<file path="src/rtl/opn_map_pkg.sv">
package opn_map_pkg;

	// ----------------------------------------------------------------------
	// Channel layout
	// ----------------------------------------------------------------------

	localparam int NUM_CH      = 6; // Channels in both banks together.
	localparam int CH_PER_BANK = 3; // Bank 1 holds channels 3 to 5.

	// ----------------------------------------------------------------------
	// Register map, low byte of the latched address
	// ----------------------------------------------------------------------

	localparam logic [7:0] ADDR_KEYON   = 8'h28;
	localparam logic [7:0] ADDR_FNUM_LO = 8'hA0; // Low two bits pick the channel.
	localparam logic [7:0] ADDR_FNUM_HI = 8'hA4; // Loads the shared high-byte latch.
	localparam logic [7:0] ADDR_FB_CON  = 8'hB0;
	localparam logic [7:0] ADDR_PAN_MS  = 8'hB4;

	// ----------------------------------------------------------------------
	// Field widths
	// ----------------------------------------------------------------------

	typedef logic [8:0]  reg_addr_t; // Bank in bit 8, register byte below.
	typedef logic [7:0]  reg_data_t;
	typedef logic [10:0] fnum_t;
	typedef logic [2:0]  block_t;    // Octave.
	typedef logic [1:0]  note_t;
	typedef logic [2:0]  fb_t;
	typedef logic [2:0]  con_t;      // Operator connection algorithm.
	typedef logic [1:0]  pan_t;      // Left enable in bit 1, right in bit 0.
	typedef logic [1:0]  ams_t;
	typedef logic [2:0]  pms_t;
	typedef logic [3:0]  kon_t;      // One bit per operator slot.
	typedef logic [2:0]  ch_idx_t;

	// Kind of a decoded channel write.
	typedef enum logic [2:0] {
		FLD_NONE,
		FLD_FNUM,
		FLD_FB_CON,
		FLD_PAN_MS,
		FLD_KEYON
	} field_e;

endpackage

</file>
<file path="src/rtl/opn_bus_pkg.sv">
package opn_bus_pkg;

	import opn_map_pkg::*;

	// ----------------------------------------------------------------------
	// Host side
	// ----------------------------------------------------------------------

	// One data write, qualified by the stored address.
	typedef struct packed {
		logic      valid;
		reg_addr_t addr;
		reg_data_t data;
	} reg_wr_t;

	// ----------------------------------------------------------------------
	// Channel side
	// ----------------------------------------------------------------------

	typedef struct packed {
		logic        valid;
		ch_idx_t     ch;
		field_e      fld;
		logic [10:0] payload; // Full fnum for FLD_FNUM, the data byte otherwise.
		block_t      block;   // Only meaningful with FLD_FNUM.
	} ch_wr_t;

	typedef struct packed {
		fnum_t  fnum;
		block_t block;
		fb_t    fb;
		con_t   con;
		pan_t   pan;
		ams_t   ams;
		pms_t   pms;
		kon_t   kon;
	} ch_regs_t;

	typedef struct packed {
		logic     valid;
		ch_idx_t  ch;
		ch_regs_t regs;
		note_t    note;
	} slot_t;

endpackage

</file>
<file path="src/rtl/opn_bus_port.sv">
`timescale 1ns/1ps

module opn_bus_port (
	input  logic                   mclk_i,
	input  logic                   arst_n_i,
	input  logic                   bus_req_i,
	input  logic                   bus_a0_i,
	input  logic                   bus_bank_i,
	input  opn_map_pkg::reg_data_t bus_data_i,
	output logic                   bus_ack_o,
	output opn_bus_pkg::reg_wr_t   wr_o
);

	import opn_map_pkg::*;

	typedef enum logic {
		BUS_IDLE,
		BUS_ACK
	} bus_state_e;

	bus_state_e state_q;
	reg_addr_t  addr_q;
	logic       addr_vld_q;
	reg_data_t  data_q;
	logic       strobe_q;
	logic       accept;
	logic       addr_ok;

	assign accept  = (state_q == BUS_IDLE) && bus_req_i; // New request this cycle.
	assign addr_ok = bus_data_i[7:4] != 4'h0;

	// ----------------------------------------------------------------------
	// Handshake and address register
	// ----------------------------------------------------------------------

	always_ff @(posedge mclk_i or negedge arst_n_i) begin
		if (!arst_n_i) begin
			state_q    <= BUS_IDLE;
			addr_q     <= '0;
			addr_vld_q <= 1'b0;
			strobe_q   <= 1'b0;
		end else begin
			strobe_q <= accept && bus_a0_i && addr_vld_q; // Same cycle as ack rises.
			case (state_q)
				BUS_IDLE: begin
					if (bus_req_i) begin
						state_q <= BUS_ACK;
					end
				end
				BUS_ACK: begin
					if (!bus_req_i) begin
						state_q <= BUS_IDLE;
					end
				end
				default: state_q <= BUS_IDLE;
			endcase
			if (accept && !bus_a0_i) begin
				addr_vld_q <= addr_ok; // A zero upper nibble blocks later data.
				if (addr_ok) begin
					addr_q <= {bus_bank_i, bus_data_i};
				end
			end
		end
	end

	// Data byte of the strobe.
	always_ff @(posedge mclk_i) begin
		if (accept && bus_a0_i) begin
			data_q <= bus_data_i;
		end
	end

	assign bus_ack_o = (state_q == BUS_ACK);

	assign wr_o = '{valid: strobe_q, addr: addr_q, data: data_q};

endmodule

</file>
<file path="src/rtl/opn_write_decode.sv">
`timescale 1ns/1ps

module opn_write_decode (
	input  logic                mclk_i,
	input  logic                arst_n_i,
	input  opn_bus_pkg::reg_wr_t wr_i,
	output opn_bus_pkg::ch_wr_t  ch_wr_o
);

	import opn_map_pkg::*;

	logic [7:0]  addr_byte;
	logic [1:0]  slot;
	ch_idx_t     bank_base;
	field_e      fld_d;
	ch_idx_t     ch_d;
	logic [10:0] payload_d;
	logic        fhi_load;
	logic [2:0]  fhi_fnum_q;  // Shared A4 latch, fnum bits 10:8.
	block_t      fhi_block_q;
	logic        valid_q;
	ch_idx_t     ch_q;
	field_e      fld_q;
	logic [10:0] payload_q;
	block_t      block_q;

	assign addr_byte = wr_i.addr[7:0];
	assign slot      = wr_i.addr[1:0];
	assign bank_base = wr_i.addr[8] ? ch_idx_t'(CH_PER_BANK) : '0;

	// ----------------------------------------------------------------------
	// Address classification
	// ----------------------------------------------------------------------

	always_comb begin
		fld_d     = FLD_NONE;
		ch_d      = bank_base + ch_idx_t'(slot);
		payload_d = {3'b000, wr_i.data};
		fhi_load  = 1'b0;
		if (wr_i.valid) begin
			if (addr_byte == ADDR_KEYON) begin
				// Key-on lives in bank 0 only and names its channel in the data.
				if (!wr_i.addr[8] && wr_i.data[1:0] != 2'd3) begin
					fld_d = FLD_KEYON;
					ch_d  = ch_idx_t'(wr_i.data[1:0]) +
						(wr_i.data[2] ? ch_idx_t'(CH_PER_BANK) : '0);
				end
			end else if (slot != 2'd3) begin
				case (addr_byte[7:2])
					ADDR_FNUM_LO[7:2]: begin
						fld_d     = FLD_FNUM;
						payload_d = {fhi_fnum_q, wr_i.data};
					end
					ADDR_FNUM_HI[7:2]: fhi_load = 1'b1;
					ADDR_FB_CON[7:2]:  fld_d = FLD_FB_CON;
					ADDR_PAN_MS[7:2]:  fld_d = FLD_PAN_MS;
					default: ;
				endcase
			end
		end
	end

	always_ff @(posedge mclk_i or negedge arst_n_i) begin
		if (!arst_n_i) begin
			valid_q     <= 1'b0;
			fhi_fnum_q  <= '0;
			fhi_block_q <= '0;
		end else begin
			valid_q <= (fld_d != FLD_NONE);
			if (fhi_load) begin
				fhi_fnum_q  <= wr_i.data[2:0];
				fhi_block_q <= wr_i.data[5:3];
			end
		end
	end

	always_ff @(posedge mclk_i) begin
		ch_q      <= ch_d;
		fld_q     <= fld_d;
		payload_q <= payload_d;
		block_q   <= fhi_block_q; // Block travels with every A0 write.
	end

	assign ch_wr_o = '{valid: valid_q, ch: ch_q, fld: fld_q, payload: payload_q,
		block: block_q};

endmodule

</file>
<file path="src/rtl/opn_channel_regs.sv">
`timescale 1ns/1ps

module opn_channel_regs #(
	parameter int unsigned CH_INDEX = 0
) (
	input  logic                  mclk_i,
	input  logic                  arst_n_i,
	input  opn_bus_pkg::ch_wr_t   ch_wr_i,
	output opn_bus_pkg::ch_regs_t regs_o
);

	import opn_map_pkg::*;
	import opn_bus_pkg::*;

	ch_regs_t regs_q;
	logic     hit;
	logic     wr_fnum;
	logic     wr_fb_con;
	logic     wr_pan_ms;
	logic     wr_keyon;

	assign hit = ch_wr_i.valid && (ch_wr_i.ch == ch_idx_t'(CH_INDEX));

	assign wr_fnum   = hit && (ch_wr_i.fld == FLD_FNUM);
	assign wr_fb_con = hit && (ch_wr_i.fld == FLD_FB_CON);
	assign wr_pan_ms = hit && (ch_wr_i.fld == FLD_PAN_MS);
	assign wr_keyon  = hit && (ch_wr_i.fld == FLD_KEYON);

	// ----------------------------------------------------------------------
	// Field storage
	// ----------------------------------------------------------------------

	always_ff @(posedge mclk_i or negedge arst_n_i) begin
		if (!arst_n_i) begin
			regs_q <= '0;
		end else begin
			if (wr_fnum) begin
				regs_q.fnum  <= ch_wr_i.payload;
				regs_q.block <= ch_wr_i.block;
			end
			if (wr_fb_con) begin
				regs_q.fb  <= ch_wr_i.payload[5:3];
				regs_q.con <= ch_wr_i.payload[2:0];
			end
			if (wr_pan_ms) begin
				regs_q.pan <= ch_wr_i.payload[7:6];
				regs_q.ams <= ch_wr_i.payload[5:4];
				regs_q.pms <= ch_wr_i.payload[2:0]; // Bit 3 is unused.
			end
			if (wr_keyon) begin
				regs_q.kon <= ch_wr_i.payload[7:4];
			end
		end
	end

	assign regs_o = regs_q;

endmodule

</file>
<file path="src/rtl/opn_slot_scan.sv">
`timescale 1ns/1ps

module opn_slot_scan (
	input  logic                  mclk_i,
	input  logic                  arst_n_i,
	input  opn_bus_pkg::ch_regs_t regs_i [opn_map_pkg::NUM_CH],
	output opn_bus_pkg::slot_t    slot_o
);

	import opn_map_pkg::*;
	import opn_bus_pkg::*;

	ch_idx_t  cnt_q;
	ch_regs_t sel;
	fnum_t    sel_fnum;
	note_t    note;
	logic     valid_q;
	ch_idx_t  ch_q;
	ch_regs_t regs_q;
	note_t    note_q;

	assign sel      = regs_i[cnt_q];
	assign sel_fnum = sel.fnum;

	// Note code from the top four fnum bits.
	assign note[1] = sel_fnum[10];
	assign note[0] = sel_fnum[10] ? (sel_fnum[9:7] != 3'h0) : (sel_fnum[9:7] == 3'h7);

	// ----------------------------------------------------------------------
	// Channel counter and output register
	// ----------------------------------------------------------------------

	always_ff @(posedge mclk_i or negedge arst_n_i) begin
		if (!arst_n_i) begin
			cnt_q   <= '0;
			valid_q <= 1'b0;
		end else begin
			if (cnt_q == ch_idx_t'(NUM_CH - 1)) begin
				cnt_q <= '0;
			end else begin
				cnt_q <= cnt_q + 3'd1;
			end
			valid_q <= 1'b1; // Free running from the first cycle out of reset.
		end
	end

	always_ff @(posedge mclk_i) begin
		ch_q   <= cnt_q;
		regs_q <= sel;
		note_q <= note;
	end

	assign slot_o = '{valid: valid_q, ch: ch_q, regs: regs_q, note: note_q};

endmodule

</file>
<file path="src/rtl/opn_reg_top.sv">
`timescale 1ns/1ps

module opn_reg_top (
	input  logic                   mclk_i,
	input  logic                   arst_n_i,
	input  logic                   bus_req_i,
	input  logic                   bus_a0_i,
	input  logic                   bus_bank_i,
	input  opn_map_pkg::reg_data_t bus_data_i,
	output logic                   bus_ack_o,
	output opn_bus_pkg::slot_t     slot_o
);

	import opn_map_pkg::*;
	import opn_bus_pkg::*;

	reg_wr_t  bus_wr;
	ch_wr_t   ch_wr;
	ch_regs_t ch_regs [NUM_CH];

	opn_bus_port u_bus_port (
		.mclk_i     (mclk_i),
		.arst_n_i   (arst_n_i),
		.bus_req_i  (bus_req_i),
		.bus_a0_i   (bus_a0_i),
		.bus_bank_i (bus_bank_i),
		.bus_data_i (bus_data_i),
		.bus_ack_o  (bus_ack_o),
		.wr_o       (bus_wr)
	);

	opn_write_decode u_write_decode (
		.mclk_i   (mclk_i),
		.arst_n_i (arst_n_i),
		.wr_i     (bus_wr),
		.ch_wr_o  (ch_wr)
	);

	// ----------------------------------------------------------------------
	// Per-channel storage, all fed by the same decoded write
	// ----------------------------------------------------------------------

	for (genvar i = 0; i < NUM_CH; i++) begin : g_ch
		opn_channel_regs #(
			.CH_INDEX (i)
		) u_channel_regs (
			.mclk_i   (mclk_i),
			.arst_n_i (arst_n_i),
			.ch_wr_i  (ch_wr),
			.regs_o   (ch_regs[i])
		);
	end

	opn_slot_scan u_slot_scan (
		.mclk_i   (mclk_i),
		.arst_n_i (arst_n_i),
		.regs_i   (ch_regs),
		.slot_o   (slot_o)
	);

endmodule

</file>
<file path="config.mk">
export PLATFORM = sky130hd
export DESIGN_NAME = opn_reg_top
export DESIGN_NICKNAME = d
export VERILOG_FILES = /design/src/rtl/opn_map_pkg.sv /design/src/rtl/opn_bus_pkg.sv /design/src/rtl/opn_bus_port.sv /design/src/rtl/opn_write_decode.sv /design/src/rtl/opn_channel_regs.sv /design/src/rtl/opn_slot_scan.sv /design/src/rtl/opn_reg_top.sv
export SDC_FILE = /design/constraint.sdc
export NUM_CORES = 1
export LEC_CHECK = 0
export ABC_AREA = 1
export BUFFER_PORTS_ARGS = -buffer_cell sky130_fd_sc_hd__buf_2
export CAP_MARGIN = 20
export CORE_MARGIN = 2
export CORE_UTILIZATION = 65
export CTS_CLUSTER_DIAMETER = 120
export DETAILED_ROUTE_END_ITERATION = 8
export PLACE_DENSITY = 0.9
export SLEW_MARGIN = 20
export SYNTH_ARGS = -nofsm -noshare
export SYNTH_HDL_FRONTEND = slang
export SYNTH_SLANG_ARGS = --single-unit
</file>
<file path="constraint.sdc">
create_clock -name mclk_i -period 3.7 [get_ports mclk_i]
set_input_delay 0.37 -clock mclk_i [delete_from_list [all_inputs] [get_ports mclk_i]]
set_output_delay 0.37 -clock mclk_i [all_outputs]
set_load 0.02 [all_outputs]
</file>
* After elaboration in Yosys (flattened, before gate mapping)
Cells that the tools add are included.
Widths: inputs -> output; s select.
** Operators by class
- $add $sub $neg :: 3
- Order comparisons :: 1
- Equality and inequality tests :: 18
- Mux-type cells :: 23
- Bitwise logic cells :: 5
- Reductions and logical operators :: 43
** Operators with widths (count)
- $bmux 31 s3 :: 1
- $mux 31 :: 2
- $logic_and 1x1->1 :: 35
- $eq 6x6->1 const B :: 4
- $mux 3 :: 8
- $mux 8 :: 3
- $eq 3x3->1 const B :: 5
- $eq 3x2->1 const B :: 4
- $eq 8x6->1 const B :: 1
- $eq 3x1->1 const B :: 2
- $mux 1 :: 6
- $pmux 2 s3 :: 1
- $reduce_bool 3->1 :: 2
- $ge 4x4->1 const B :: 1
- $mux 2 :: 2
- $ne 2x2->1 const B :: 2
- $not 1->1 :: 4
- $not 3->4 :: 1
- $reduce_bool 4->1 :: 1
- $reduce_or 4->1 :: 1
- $add 2x3->3 :: 1
- $add 3x1->3 const B :: 1
- $add 3x2->3 :: 1
- $logic_not 3->1 :: 1
- other kinds (2) :: 3
** Word-level totals
- Register bits :: 273
- Output and inout port bits :: 38
- Logic and storage cells :: 166

* Logic depth before layout (Yosys ltp)
- Depth in word-level cells :: 6
- Depth in mapped cells :: 12
- Gate-level depth less buffers :: 10

* Modules after synthesis
A second synthesis with hierarchy kept.
** Second synthesis, totals
- Cell total of the unflattened synthesis :: 1419
- Area total of the unflattened synthesis :: 11971.5 sq um
** By module, submodules not included
- opn_channel_regs at g_ch[1].u_channel_regs ... :: instances 3, cells each 148, area each 1298.7 sq um
- opn_channel_regs at g_ch[3].u_channel_regs ... :: instances 2, cells each 147, area each 1295.0 sq um
- opn_slot_scan :: instances 1, cells each 356, area each 2372.3 sq um
- opn_channel_regs at g_ch[0].u_channel_regs :: instances 1, cells each 149, area each 1351.3 sq um
- opn_write_decode :: instances 1, cells each 115, area each 1039.7 sq um
- opn_bus_port :: instances 1, cells each 61, area each 721.9 sq um

* Worst setup path before layout
No wires, ideal clock.
- Path kind :: flip-flop to flip-flop
- From :: register u_bus_port.state_q (netlist: u_bus_port.bus_ack_o)
- To :: register u_bus_port.data_q[0], enable pin
- Arrival time :: 1.137 ns
- Data required time :: 3.317 ns
- Path slack :: 2.180 ns
- Stages on the path, launching flop included :: 2
- Cell sequence :: dfrtp_1 nor3_1
** On the way
- Cells in the longest elaborated chain, start to end :: 3
** RTL lines
- start, declared :: line opn_bus_port.sv:21 : bus_state_e state_q;
- start signal, assigned :: line opn_bus_port.sv:38 : state_q <= BUS_IDLE;
- start signal, assigned :: line opn_bus_port.sv:47 : state_q <= BUS_ACK;
- start signal, assigned :: line opn_bus_port.sv:52 : state_q <= BUS_IDLE;
- $not 1->1
- $logic_and 1x1->1 :: line opn_bus_port.sv:29 : assign accept = (state_q == BUS_IDLE) && bus_req_i;
- $logic_and 1x1->1 :: line opn_bus_port.sv:68 : if (accept && bus_a0_i) begin
- end signal, assigned :: line opn_bus_port.sv:69 : data_q <= bus_data_i;
- end, declared :: line opn_bus_port.sv:24 : reg_data_t data_q;
No other way between the ends.
A chain may end at the register's enable or synchronous reset.

==> impl_metrics.ini <==
[sta]
period_share_pct = 55.2
finClkSkew_ns = 0.00967
timing.final.max_slew_violations = 0
max_slew_margin_pct = 30.7
finalSetupViolCount = 0
rsz0062_at_grt = no
worst_slew_pin_slew_ns = 1.03
clock.fmax_mhz = 490
final_hold_viol_count = 0
period_minus_slack_ns = 2.04
tns_ns = 0

[setup_path]
cp_cell_sequence = buf_4 -> o21ai_0 -> o22ai_1 -> nand2_1 -> o21ai_0
cp-start-kind = register
worst-path-buf-inv = 1
cpPeakStageDelay_ns = 0.77
crit_top_cell = o21ai_0
cp_data_arrival_time_ns = 2.49
crit_path_end_kind = register
required_ns = 4.14
crit_type = reg -> reg
crit_fanout = 100
critPathSlowestCell = buf_4
critPathTopFamily = buffers and inverters

[cells_and_area]
fillers = 1085
syn2layout_area_growth_pct = 11.7
layout.nets = 1219
drive_gt1_share_pct = 9.98
n_antenna_cell = 0
final_util_pct = 74.6
final_cells = 1438

[synthesis]
synth_nets = 1197
netlist_area_um2 = 10600
synth_cell_types = 30
ys_seq_elements = 272
synthCells = 1180
synth.avg_cell_area_um2 = 9.02
synth_warnings = 0
ys_seq_area_share_pct = 61.7

[placed_design]
dp_hpwl_mm = 14.2
portBuffers = 50
dp.cells = 1387
finalWeightedCongestion = 0.821

[worst_hold_path]
hold_path.class = in -> reg

[routing]
vias = 8586
ant_nets = 0
drtIter0Drc = 1046
wl_per_cell_um = 17.2
viasPerCell = 5.97
first_pass_iters = 6
remaining_drc_errors = 0
drt-total-wl_mm = 24.7

[global_route]
grt_pass1_vias = 8491
antenna_found_initial = 0
track_usage_pct = 28.8
grt_pass1_wl_mm = 41.4
grt_max_degree = 113
overflow = 0

[pwr]
power.share.switching_pct = 21.6
leakage_nw = 5.33
ir_worst_vdd_mv = 0.500
internal_power_w = 0.00467
power_frac_clock_pct = 45.8
powerDensity_nw_per_um2 = 501
pwr-share-comb_pct = 2.9
p_seq_share_pct = 51.4
switching_power_w = 0.00128

[die]
dieArea_um2 = 17400
rows = 46
die-height_um = 132
die_w_um = 132
coreArea_um2 = 15900
start_util_pct = 66.8
num_io_pins = 51

[cts]
clockRootBuffer = clkbuf_16
htreeDepth = 1
cts_buffers = 27
numClockSinks = 272
clk_path_buf_depth = 3
insertion_delay_ns = 0.53
cts_setup_buffers = 0
cts.clk_slew.worst_paths_ns = 0.06
tritoncts = built

[run]
maxCapViolCount = 0

[run_status]
status = finished clean
-- cells in the final DEF (no fill, tap or decap), types with 3 or more instances in the layout --
cell	n
nor4_1	3
edfxtp_1	8
nor2_1	106
nand2_1	290
dfrtp_1	208
a21oi_1	4
nand4_1	9
clkbuf_16	27
nor3_1	6
clkbuf_8	7
clkinv_2	5
dfxtp_1	55
mux2_2	3
clkbuf_1	7
o21ai_1	14
inv_1	48
buf_4	12
buf_2	49
o21ai_0	295
o22ai_1	27
nand2_2	6
nand3_1	11
-- Yosys cell counts --
library cell	number	share of area [%]
a21oi_1	4	0.19
buf_1	3	0.11
buf_2	5	0.24
buf_4	2	0.14
clkbuf_1	61	2.2
conb_1	1	0.035
dfrtp_1	209	49
dfxtp_1	55	10
edfxtp_1	8	2.3
fa_1	2	0.38
ha_1	2	0.24
inv_1	49	1.7
inv_2	1	0.035
mux2_2	3	0.32
nand2_1	290	10
nand2_2	6	0.35
nand3_1	11	0.52
nand4_1	9	0.53
nor2_1	107	3.8
nor3_1	6	0.28
nor3_2	2	0.19
nor3_4	1	0.15
nor3b_1	1	0.071
nor4_1	3	0.18
nor4_4	1	0.20
o211ai_1	1	0.071
o21ai_0	295	14
o21ai_1	14	0.66
o22ai_1	27	1.6
or2_2	1	0.059
-- registers in the layout (all words and copies together) (netlist names), 3 cells and up --
| name | count |
|---|---|
| u_write_decode.payload_q | 11 |
| g_ch.u_channel_regs.regs_o | 186 |
| u_write_decode.fhi_fnum_q | 3 |
| u_slot_scan.slot_o | 30 |
| u_slot_scan.cnt_q | 3 |
| u_write_decode.ch_q | 3 |
| u_bus_port.data_q | 8 |
| u_write_decode.block_q | 3 |
| u_slot_scan.ch_q | 3 |
| u_bus_port.addr_q | 9 |
| u_write_decode.fhi_block_q | 3 |
| u_write_decode.fld_q | 3 |
-- routing by layer --
layer  global-route usage (%)  part of all wire, %
met1                     40.4                   42
met2                     46.2                   48
met3                     4.50                  7.3
met4                     10.6                  2.9
met5                        0                    0
-- power groups by stage --
| stage | registers [W] | logic [W] | clock network [W] |
|---|---|---|---|
| after CTS | 0.00306 | 0.000174 | 0.00274 |
| after global routing | 0.00306 | 0.000199 | 0.00287 |
| after global placement | 0.00311 | 0.000163 | 0 |
| final | 0.00306 | 0.000171 | 0.00273 |
| after detailed placement | 0.00311 | 0.000169 | 0 |
| after floorplan | 0.00311 | 0.0000897 | 0 |
-- path summary, 6_finish.rpt --
check,cells after the start,from,slack (ns),endpoint
worst max-delay path,5,u_slot_scan.cnt_q[0],1.66,u_slot_scan.slot_o[5]
worst min-delay path,1,bus_data_i[6],0.03,u_bus_port.data_q[6]
worst max register to register,5,u_slot_scan.cnt_q[0],1.66,u_slot_scan.slot_o[5]
worst min register to register,0,u_bus_port.data_q[7],0.35,u_write_decode.payload_q[7]
max in group asynchronous,3,arst_n_i,2.15,g_ch[5].u_channel_regs.regs_o[1]
min in group asynchronous,2,arst_n_i,0.50,u_slot_scan.valid_q
-- kinds of logic (layout without fill, tap and decap cells) --
logic type / Yosys count / in the layout / synth area share [%]
DFF: 272 / 272 / 61.7
other: 1 / 1 / 0.0352
muxes: 3 / 3 / 0.317
AOI/OAI and AO/OA: 341 / 341 / 16.4
buffers and inverters: 121 / 163 / 4.40
and+or+nand+nor: 438 / 438 / 16.5
adders and majority gates: 4 / 4 / 0.611
-- worst reg2reg max path: stages, from the launching register on --
cell     delay (ns)
dfrtp_2        0.37
buf_4          0.77
o21ai_0        0.35
o22ai_1        0.30
nand2_1        0.07
o21ai_0        0.11
-- layout make-up --
| cell class | count | area (µm²) | share of cell area [%] |
|---|---|---|---|
| clock inverters | 9 | 101 | 0.852 |
| clock buffers | 40 | 785 | 6.60 |
| well taps | 216 | 270 | 2.27 |
| inverters | 50 | 188 | 1.58 |
| repair buffers | 64 | 369 | 3.10 |
| flip-flops and latches | 272 | 6570 | 55.3 |
| multi-input cells | 787 | 3610 | 30.3 |
-- timing repair --
item,in CTS,in global routing
hold endpoints to repair,6,0
hold buffers,2,0
resized for setup,0,0
-- per-stage QoR --
stage | hold WS (ns) | total power, W | area, µm² | setup WS [ns]
5_1_grt | 0.0235 | 0.00614 | 11900 | 1.56
3_3_place_gp | 0.326 | 0.00327 | 11000 | 1.86
2_1_floorplan | 0.0744 | 0.00319 | 10600 | 2.18
4_1_cts | 0.0201 | 0.00597 | 11900 | 1.74
3_5_place_dp | 0.330 | 0.00328 | 11000 | 1.79
6_report | 0.0256 | 0.00596 | 11900 | 1.66
(Power assumes the default switching activity.)
